### config.mk
export PLATFORM = sky130hd
export DESIGN_NAME = miso_fifo_8
export DESIGN_NICKNAME = d
export VERILOG_FILES = /design/src/gather_pkg.sv /design/src/lane_fifo.sv /design/src/rotating_arbiter.sv /design/src/bank_write_router.sv /design/src/miso_fifo_8.sv
export SDC_FILE = /design/constraint.sdc
export NUM_CORES = 1
export LEC_CHECK = 0
export BUFFER_PORTS_ARGS = -buffer_cell sky130_fd_sc_hd__clkbuf_2
export CAP_MARGIN = 25
export CORE_MARGIN = 1
export CORE_UTILIZATION = 52
export CTS_CLUSTER_SIZE = 14
export DETAILED_ROUTE_END_ITERATION = 8
export GPL_ROUTABILITY_DRIVEN = 0
export GPL_TIMING_DRIVEN = 0
export PLACE_DENSITY = 0.7
export SYNTH_ARGS = -nofsm -noshare
export SYNTH_HDL_FRONTEND = slang
export SYNTH_SLANG_ARGS = --single-unit
### constraint.sdc
create_clock -name i_clock -period 10.4 [get_ports i_clock]
set_input_delay 2.08 -clock i_clock [delete_from_list [all_inputs] [get_ports i_clock]]
set_output_delay 2.08 -clock i_clock [all_outputs]
set_load 0.005 [all_outputs]
### src/gather_pkg.sv
// ---------------------------------------------------------
// widths, lane count, lane depth and the entry and bank
// write types shared by the gather buffer
// ---------------------------------------------------------

package gather_pkg;

    // width of one result word
    localparam int DATA_WIDTH = 16;

    // input lanes and memory banks, one bank per lane index
    localparam int NUM_LANES = 8;

    // width of a bank index
    localparam int BRANCH_WIDTH = 3;

    // entries per lane FIFO
    // small so the producer sees back-pressure early
    localparam int LANE_DEPTH = 4;

    // a lane or bank number
    typedef logic [BRANCH_WIDTH-1:0] lane_index_t;

    // one lane result and the bank it is headed for
    typedef struct packed {
        lane_index_t           branch;
        logic [DATA_WIDTH-1:0] data;
    } lane_entry_t;

    // all lanes of one input beat, lane 0 in the low bits
    typedef lane_entry_t [NUM_LANES-1:0] lane_bus_t;

    // one bit per lane or per bank
    typedef logic [NUM_LANES-1:0] lane_mask_t;

    // word broadcast to every bank, valid picks the bank that writes
    typedef struct packed {
        logic [DATA_WIDTH-1:0] data;
        lane_mask_t            valid;
    } bank_write_t;

endpackage : gather_pkg

### src/lane_fifo.sv
// ---------------------------------------------------------
// single-lane FIFO of lane entries, read-first
// ---------------------------------------------------------

module lane_fifo #(
    parameter int DEPTH = gather_pkg::LANE_DEPTH
) (
    input  logic                    i_clock,
    input  logic                    i_reset,
    input  logic                    i_push,
    input  gather_pkg::lane_entry_t i_entry,
    output logic                    o_ready,
    input  logic                    i_pop,
    output logic                    o_valid,
    output gather_pkg::lane_entry_t o_entry
);

    import gather_pkg::*;

    localparam int PTR_W   = (DEPTH > 1) ? $clog2(DEPTH) : 1;
    localparam int COUNT_W = $clog2(DEPTH + 1);

    lane_entry_t        storage [DEPTH];
    logic [PTR_W-1:0]   wr_ptr;
    logic [PTR_W-1:0]   rd_ptr;
    logic [COUNT_W-1:0] count;

    // push is qualified by the shared ready at the top level,
    // pop only ever comes for a lane that shows valid
    assign o_ready = (count < COUNT_W'(DEPTH));
    assign o_valid = (count != '0);
    assign o_entry = storage[rd_ptr];

    always_ff @(posedge i_clock) begin
        if (i_push) begin
            storage[wr_ptr] <= i_entry;
        end
    end

    always_ff @(posedge i_clock) begin
        if (i_reset) begin
            wr_ptr <= '0;
            rd_ptr <= '0;
            count  <= '0;
        end else begin
            if (i_push) begin
                if (wr_ptr == PTR_W'(DEPTH - 1)) begin
                    wr_ptr <= '0;
                end else begin
                    wr_ptr <= wr_ptr + 1'b1;
                end
            end
            if (i_pop) begin
                if (rd_ptr == PTR_W'(DEPTH - 1)) begin
                    rd_ptr <= '0;
                end else begin
                    rd_ptr <= rd_ptr + 1'b1;
                end
            end
            // simultaneous push and pop leaves the occupancy alone
            case ({i_push, i_pop})
                2'b10: begin
                    count <= count + 1'b1;
                end
                2'b01: begin
                    count <= count - 1'b1;
                end
                default: begin
                    count <= count;
                end
            endcase
        end
    end

endmodule : lane_fifo

### src/rotating_arbiter.sv
// ---------------------------------------------------------
// round-robin lane arbiter, one grant per cycle
// ---------------------------------------------------------

module rotating_arbiter (
    input  logic                    i_clock,
    input  logic                    i_reset,
    input  gather_pkg::lane_mask_t  i_lane_valid,
    input  gather_pkg::lane_bus_t   i_lane_entry,
    output gather_pkg::lane_mask_t  o_lane_pop,
    output logic                    o_grant_valid,
    output gather_pkg::lane_entry_t o_grant_entry
);

    import gather_pkg::*;

    // lane with highest priority this cycle
    lane_index_t prio_ptr;
    lane_index_t next_ptr;

    lane_index_t grant_lane;
    logic        grant_found;

    // lane number offset from base, wrapping after the last lane
    function automatic lane_index_t wrap_lane(input lane_index_t base, input int offset);
        int sum;
        sum = int'(base) + offset;
        return lane_index_t'(sum % NUM_LANES);
    endfunction

    // search from the pointer upward and take the first lane with an entry
    always_comb begin
        grant_found = 1'b0;
        grant_lane  = prio_ptr;
        for (int i = 0; i < NUM_LANES; i++) begin
            if (!grant_found && i_lane_valid[wrap_lane(prio_ptr, i)]) begin
                grant_found = 1'b1;
                grant_lane  = wrap_lane(prio_ptr, i);
            end
        end
    end

    assign next_ptr = wrap_lane(grant_lane, 1);

    assign o_grant_valid = grant_found;
    assign o_grant_entry = i_lane_entry[grant_lane];
    assign o_lane_pop    = grant_found ? (lane_mask_t'(1) << grant_lane) : '0;

    // priority moves past the granted lane, holds when all lanes are empty
    always_ff @(posedge i_clock) begin
        if (i_reset) begin
            prio_ptr <= '0;
        end else if (grant_found) begin
            prio_ptr <= next_ptr;
        end
    end

endmodule : rotating_arbiter

### src/bank_write_router.sv
// ---------------------------------------------------------
// registered bank write, broadcast word and one-hot valid
// ---------------------------------------------------------

module bank_write_router (
    input  logic                    i_clock,
    input  logic                    i_reset,
    input  logic                    i_grant_valid,
    input  gather_pkg::lane_entry_t i_grant_entry,
    output gather_pkg::bank_write_t o_write
);

    import gather_pkg::*;

    lane_mask_t bank_valid;

    // only the destination bank sees valid
    assign bank_valid = i_grant_valid ? (lane_mask_t'(1) << i_grant_entry.branch) : '0;

    always_ff @(posedge i_clock) begin
        // every bank gets the word, valid decides who writes it
        o_write.data <= i_grant_entry.data;
        if (i_reset) begin
            o_write.valid <= '0;
        end else begin
            o_write.valid <= bank_valid;
        end
    end

endmodule : bank_write_router

### src/miso_fifo_8.sv
// ---------------------------------------------------------
// eight-lane gather buffer: lane FIFOs, arbiter, bank router
// ---------------------------------------------------------

module miso_fifo_8 (
    input  logic                    i_clock,
    input  logic                    i_reset,
    input  gather_pkg::lane_bus_t   i_lanes,
    input  logic                    i_valid,
    output logic                    o_ready,
    output gather_pkg::bank_write_t o_write
);

    import gather_pkg::*;

    logic        push;
    lane_mask_t  lane_ready;
    lane_mask_t  lane_valid;
    lane_mask_t  lane_pop;
    lane_bus_t   lane_head;

    logic        grant_valid;
    lane_entry_t grant_entry;

    // a beat goes in only when every lane has room
    assign o_ready = &lane_ready;
    assign push    = i_valid & o_ready;

    generate
        for (genvar lane = 0; lane < NUM_LANES; lane++) begin : g_lane
            lane_fifo #(
                .DEPTH(LANE_DEPTH)
            ) u_lane_fifo (
                .i_clock (i_clock),
                .i_reset (i_reset),
                .i_push  (push),
                .i_entry (i_lanes[lane]),
                .o_ready (lane_ready[lane]),
                .i_pop   (lane_pop[lane]),
                .o_valid (lane_valid[lane]),
                .o_entry (lane_head[lane])
            );
        end
    endgenerate

    rotating_arbiter u_arbiter (
        .i_clock       (i_clock),
        .i_reset       (i_reset),
        .i_lane_valid  (lane_valid),
        .i_lane_entry  (lane_head),
        .o_lane_pop    (lane_pop),
        .o_grant_valid (grant_valid),
        .o_grant_entry (grant_entry)
    );

    bank_write_router u_router (
        .i_clock       (i_clock),
        .i_reset       (i_reset),
        .i_grant_valid (grant_valid),
        .i_grant_entry (grant_entry),
        .o_write       (o_write)
    );

endmodule : miso_fifo_8

==> results of run 1 <==
-- flip-flops by register name (all words and copies together) (netlist names), named ones only --
register,flops
u_arbiter.prio_ptr,3
g_lane.u_lane_fifo.rd_ptr,16
g_lane.u_lane_fifo.count,24
g_lane.u_lane_fifo.wr_ptr,16
g_lane.u_lane_fifo.storage,608
u_router.o_write,24
-- stage by stage --
stage	setup WS, ns	util
after floorplan	4.93	-
after global placement	3.58	0.564
after detailed placement	3.47	0.571
after CTS	3.45	0.613
after global routing	2.89	0.619
final	3.23	0.619
-- path summary, 6_finish.rpt --
kind,from,end,slack (ns),cells after the start
max,u_arbiter.prio_ptr[0],g_lane[7].u_lane_fifo.count[2],3.23,24
min,g_lane[7].u_lane_fifo.rd_ptr[1],flip-flop,0.50,2
max reg2reg,u_arbiter.prio_ptr[0],g_lane[7].u_lane_fifo.count[2],3.23,24
min reg2reg,g_lane[7].u_lane_fifo.rd_ptr[1],flip-flop,0.50,2
-- per-layer routing --
layer / vias up / GRT usage / part of all wire
li1: 6930 / - / -
met1: 8121 / 0.309 / 0.40
met2: 479 / 0.403 / 0.51
met3: 122 / 0.0504 / 0.059
met4: 14 / 0.0735 / 0.024
met5: - / 0 / 0.0016
-- synthesized netlist by cell type, types with 17 or more instances --
cell,n,area [um2]
a21oi_1,44,220
and3_1,37,231
clkbuf_1,51,191
dfxtp_1,99,1980
edfxtp_1,608,18300
ha_1,51,638
inv_1,49,184
mux2_2,20,225
mux2i_1,128,1280
mux4_2,154,3470
nand2_1,33,124
nor2_1,61,229
nor3_1,22,110
nor4_1,24,150
o21ai_0,18,90.1
xor2_1,17,149
-- placed cells by master, fill, tap and decap left out, types with 6 or more instances in the layout --
master	n
or3_1	10
buf_2	8
edfxtp_1	608
clkbuf_1	73
nand2_1	33
nor2_1	61
fa_1	8
a2111oi_0	6
nor4_1	24
nor3_1	22
nand3_1	10
o21ai_0	18
buf_16	16
clkbuf_2	178
dfxtp_1	99
clkinv_2	11
inv_1	49
ha_1	51
xor2_1	17
mux2_2	20
buf_8	12
buf_1	11
a21oi_1	44
mux4_2	154
mux2i_1	128
clkbuf_16	77
and2_1	7
clkinv_1	11
and3_1	37
-- final cells by class --
class / instances / share of cell area
multi-input cells: 740 / 0.240
clock buffers: 100 / 0.0595
flip-flops and latches: 707 / 0.602
well taps: 739 / 0.0275
clock inverters: 33 / 0.00811
plain buffers: 78 / 0.0105
inverters: 51 / 0.00569
diodes: 4 / 0.000298
repair buffers: 208 / 0.0464
-- cell families after synthesis --
| family | count (synthesis) |
|---|---|
| AOI/OAI and AO/OA | 129 |
| xor gates and xnor gates | 20 |
| adders and majority gates | 59 |
| buffers and inverters | 129 |
| DFF | 707 |
| muxes | 302 |
| and+or+nand+nor | 230 |
-- critical path: cells and delay by family, from the launching register on --
| kind | cells | cell delay (ns) |
|---|---|---|
| compound gates | 5 | 1.12 |
| xor+xnor | 1 | 0.16 |
| fa+ha+maj | 4 | 1.17 |
| buf+inv | 10 | 2.80 |
| flops | 1 | 0.37 |
| simple gates | 4 | 1.47 |
==> reports/qor.csv, run 1 <==
stage;metric;value;unit
status;run_status;completed;
cts;h-tree-depth;3;
route;vias;15700;
route;wl_per_cell;25.0;um
cts;cts.path.max_buffers;3;
floorplan;dieWidth;238;um
global_route;grt_overflow;0;
cts;cts_resized;0;
job;max-cap-violations;0;
final_layout;final_nets;2072;
sta;finalMaxSlewViolations;0;
global_route;grt_pass1_wl;98600;um
floorplan;die_area;0.0564;mm2
sta;finClkSkew;0.0200;ns
critical_path;worstPathRequired;10.94;ns
cts;cts_tree;done;
critical_path;cp-end-kind;flip-flop;
floorplan;ios;180;
place;place_area;0.0311;mm2
floorplan;initial_core_util;0.531;
cts;post_cts_buffers;0;
sta;slew_headroom;0.278;
place;dp_hpwl;46300;um
critical_path;cp_slowest_cell;buf_1;
final_layout;fillers;3824;
route;post_drt_via_cell_ratio;5.89;
hold_path;hold_path_class;flip-flop to flip-flop;
yosys;yosys.area_share.simple;0.0421;
global_route;grtUsageTotal;0.238;
yosys;syn-cell-area;0.0289;mm2
cts;cts_hold_buffers;0;
sta;rsz0062_at_grt;no;
yosys;synthArstFlopShare;0;
sta;fmax;139;MHz
yosys;synth_cell_type_count;79;
final_layout;multi_input_area;0.00808;mm2
cts;clock_sinks;707;
cts;insertion_delay;0.62;ns
cts;clk_pin_slew_worst_paths;0.06;ns
yosys;synth-seq-area-share;0.701;
critical_path;worstPathMaxFanout;10;
route;drt_iter0_drc;1377;
sta;worst_pin_slew;1.06;ns
floorplan;rows;85;
yosys;syn_inst;1576;
sta;setup_viol;0;
final_layout;register_area;0.0202;mm2
yosys;muxShareOfSynthArea;0.172;
final_layout;syn_to_final_growth;16.5;%
final_layout;stdcell_count;2660;
cts;cts-root-buf;clkbuf_16;
critical_path;crit_path_max_incr_delay;0.72;ns
sta;fin_crit;7.17;ns
critical_path;critical_path_class;flip-flop to flip-flop;
critical_path;crit_chain;inv_1 -> clkbuf_1 -> buf_1 -> ha_1 -> buf_2 -> buf_2 -> nor4_1 -> a2111oi_0 -> nor4_1 -> a32oi_1 -> o22ai_1 -> a31oi_4 -> buf_6 -> inv_2 -> buf_1 -> ha_1 -> nand2_1 -> inv_1 -> ha_1 -> inv_1 -> fa_1 -> xor2_1 -> or3_1 -> a21oi_1;
sta;fin_crit_sh;0.689;
final_layout;stdcell_area;0.0336;mm2
sta;tns;0;ns
yosys;synth_edf_count;608;
global_route;antenna_found_initial;9;
floorplan;die_h;238;um
route;ant_nets;0;
final_layout;drive_gt1_frac;0.271;
yosys;synth_warnings;0;
yosys;synth_ff_type;edfxtp_1;
yosys;synthAdderAreaFrac;0.0277;
route;drcViolationCount;0;
global_route;grt_max_degree;20;
cts;cts_buffers;72;
critical_path;arrival;7.71;ns
route;first_pass_iters;5;
critical_path;cp-start-kind;flip-flop;
floorplan;placeableCoreArea;0.0543;mm2
yosys;synth_xor_xnor_area_share;0.00633;
sta;whs;0.499;ns
yosys;syn-num-nets;1790;
route;totalWireLength;66500;um
place;dp_cells;2510;
sta;finalHoldViolCount;0;
yosys;syn_area_per_cell;18.3;um2
global_route;grt_pass1_vias;15900;
place;portBuffers;178;
yosys;synth_top_family_by_area;multiplexers;
yosys;ys_ff_latch;707;
yosys;synth_compound_area_frac;0.0315;
Power of run 1 is left out: the tool's default activity adds up to more than one toggle a clock period on the data nets, which glitch-free logic cannot reach.
==> inputs of run 2 (changes only) <==
ABC_AREA = 1   (was default)
clock period = 7.4 ns   (was 10.4 ns; I/O delays follow)
==> reports/qor.csv, run 2 <==
stage;metric;value;unit;change
floorplan;die_h;239;um;+0.39%
cts;cts_tree;done;;
yosys;synthArstFlopShare;0;;unchanged
place;place_area;0.0316;mm2;+1.9%
final_layout;top_register;g_lane.u_lane_fifo.storage;;
route;totalWireLength;77400;um;+16%
final_layout;final_nets;2978;;+44%
sta;tns;0;ns;unchanged
place;pre_cts_ws;2.31;ns;-1.16 ns
critical_path;cp-end-kind;flip-flop;;
yosys;synth.top_cells.by_count;edfxtp_1, nand2_1, nor2_1;;
sta;fin_crit;5.22;ns;-1.95 ns
global_route;grt_pass1_vias;19800;;+25%
sta;worst_pin_slew;1.07;ns;+0.0178 ns
global_route;grt_overflow;0;;unchanged
yosys;synth.most_common_cell;edfxtp_1;;
yosys;synth_warnings;0;;unchanged
final_layout;final_common_cell;edfxtp_1;;
route;post_drt_via_cell_ratio;5.74;;-2.5%
cts;cts_hold_buffers;0;;unchanged
sta;setup_slack;2.18;ns;-1.05 ns
yosys;syn_area_per_cell;11.7;um2;-36%
floorplan;dieWidth;239;um;+0.39%
critical_path;critical_path_class;flip-flop to flip-flop;;
floorplan;die_area;0.0569;mm2;+0.78%
pwr;leakage;12.8;nW;
yosys;syn-num-nets;2691;;+50%
final_layout;stdcell_area;0.0341;mm2;+1.3%
yosys;syn_inst;2477;;+57%
yosys;synth_cell_type_count;44;;-44%
cts;post_cts_buffers;0;;unchanged
cts;cts_buffers;72;;unchanged
floorplan;ios;180;;unchanged
pwr;p_total;17.5;mW;
place;dp_cells;3438;;+37%
floorplan;initial_core_util;0.527;;-0.00410
final_layout;fin_util;0.617;;-0.00147
global_route;grt_max_degree;17;;-15%
yosys;synth-seq-area-share;0.696;;-0.00549
place;dp_hpwl;54600;um;+18%
route;first_pass_iters;6;;+1
sta;finalMaxSlewViolations;0;;unchanged
status;run_status;completed;;
final_layout;stdcell_count;3571;;+34%
global_route;antenna_found_initial;10;;+1
sta;setup_viol;0;;unchanged
pwr;power.density;514;mW/mm2;
sta;fin_crit_sh;0.705;;+0.0161
route;ant_nets;0;;unchanged
place;portBuffers;179;;+0.56%
critical_path;arrival;5.72;ns;-1.99 ns
yosys;synth_ff_type;edfxtp_1;;
cts;cts.path.max_buffers;3;;unchanged
route;vias;20500;;+31%
job;max-cap-violations;0;;unchanged
final_layout;largest_reg_flops;608;;unchanged
critical_path;cp-start-kind;flip-flop;;
yosys;syn-cell-area;0.0291;mm2;+0.79%
route;drcViolationCount;0;;unchanged
sta;fmax;192;MHz;+37%
final_layout;syn_to_final_growth;17.2;%;
route;drt_iter0_drc;2338;;+70%
final_layout;register_area;0.0202;mm2;unchanged
pwr;ir_worst_vdd;0.472;mV;
global_route;grt_pass1_wl;115000;um;+17%
route;wl_per_cell;21.7;um;-13%
yosys;synth_top_cell_by_area;edfxtp_1;;
hold_path;hold_path_class;flip-flop to flip-flop;;
sta;rsz0062_at_grt;no;;
sta;slew_headroom;0.284;;+0.00636
sta;finClkSkew;0.0218;ns;+0.00184 ns
yosys;synth_edf_count;608;;unchanged
cts;clk_pin_slew_worst_paths;0.06;ns;about the same
floorplan;rows;86;;+1.2%
global_route;grtUsageTotal;0.272;;+0.0343
critical_path;worstPathMaxFanout;10;;unchanged
final_layout;fillers;4235;;+11%
yosys;ys_ff_latch;707;;unchanged
cts;h-tree-depth;3;;unchanged
yosys;synth_top_cell_area_share;0.628;;-0.00495
final_layout;multi_input_area;0.00786;mm2;-2.7%
sta;finalHoldViolCount;0;;unchanged
floorplan;placeableCoreArea;0.0552;mm2;+1.6%
cts;cts_resized;0;;unchanged
final_layout;top_regs;g_lane.u_lane_fifo.storage x608, g_lane.u_lane_fifo.count x24, u_router.o_write x24;;
cts;insertion_delay;0.63;ns;about the same
final_layout;layout_common_cells;edfxtp_1, nand2_1, nor2_1;;
yosys;synthTopCellsByArea;edfxtp_1, dfxtp_1, nand2_1, nor2_1, o21ai_0;;
final_layout;drive_gt1_frac;0.147;;-0.125
cts;clock_sinks;707;;unchanged
critical_path;worstPathRequired;7.90;ns;-3.04 ns
sta;whs;0.489;ns;-0.0105 ns
cts;cts-root-buf;clkbuf_16;;
==> run 2: cell families (layout without fill, tap and decap cells) <==
family	Yosys count	after routing	share of synthesized area
AO/OA/AOI/OAI	503	503	0.107
other	0	5	0
AND/OR/NAND/NOR	941	941	0.132
adder cells (fa/ha/maj)	59	59	0.0274
XOR/XNOR	3	3	0.00116
buffers and inverters	264	605	0.0368
flip-flops	707	707	0.696
==> run 2: report_power, final <==
part / switching, mW / internal, mW
Sequential: 0.275 / 5.40
Combinational: 5.81 / 2.31
Clock: 1.49 / 2.24
==> run 2: critical path, stage by stage, from the launching register on <==
cell and delay (ns):
dfxtp_1 0.50, inv_2 0.13, buf_6 0.17, ha_1 0.27, buf_2 0.21, inv_1 0.14
nand3_1 0.13, nand3_1 0.14, nand2_4 0.14, nand3_4 0.11, nor2_4 0.16, nand4_2 0.15
nor2_4 0.16, nand2_1 0.16, nand2_2 0.38, nand2_4 0.21, inv_4 0.19, buf_6 0.17
ha_1 0.15, nand2_1 0.09, inv_1 0.19, ha_1 0.17, inv_1 0.07, fa_1 0.39
a21oi_1 0.16, o21ai_0 0.13, o21ai_0 0.16, a21oi_1 0.05
==> run 2: final timing paths <==
check | start | depth (start not counted) | endpoint | slack (ns)
worst max-delay path | u_arbiter.prio_ptr[0] | 27 | g_lane[7].u_lane_fifo.count[2] | 2.18
worst min-delay path | g_lane[7].u_lane_fifo.count[0] | 1 | g_lane[7].u_lane_fifo.count[0] | 0.49
worst max register to register | u_arbiter.prio_ptr[0] | 27 | g_lane[7].u_lane_fifo.count[2] | 2.18
worst min register to register | g_lane[7].u_lane_fifo.count[0] | 1 | g_lane[7].u_lane_fifo.count[0] | 0.49
==> run 2: final cells by class <==
cell class	instances	share of cell area
diodes	5	0.000367
multi-input cells	1506	0.231
repair buffers	213	0.0448
plain buffers	123	0.0156
well taps	748	0.0275
clock buffers	97	0.0608
flip-flops and latches	707	0.594
clock inverters	31	0.0106
inverters	141	0.0158
==> run 2: layer usage <==
layer / GRT usage / up-vias / wire [um]
met5: 0 / - / 66
met4: 0.104 / 10 / 2560
met3: 0.0514 / 159 / 6870
met2: 0.439 / 953 / 37300
met1: 0.367 / 9989 / 30600
li1: - / 9391 / -
Note: power is estimated with default switching activity, not from simulation.
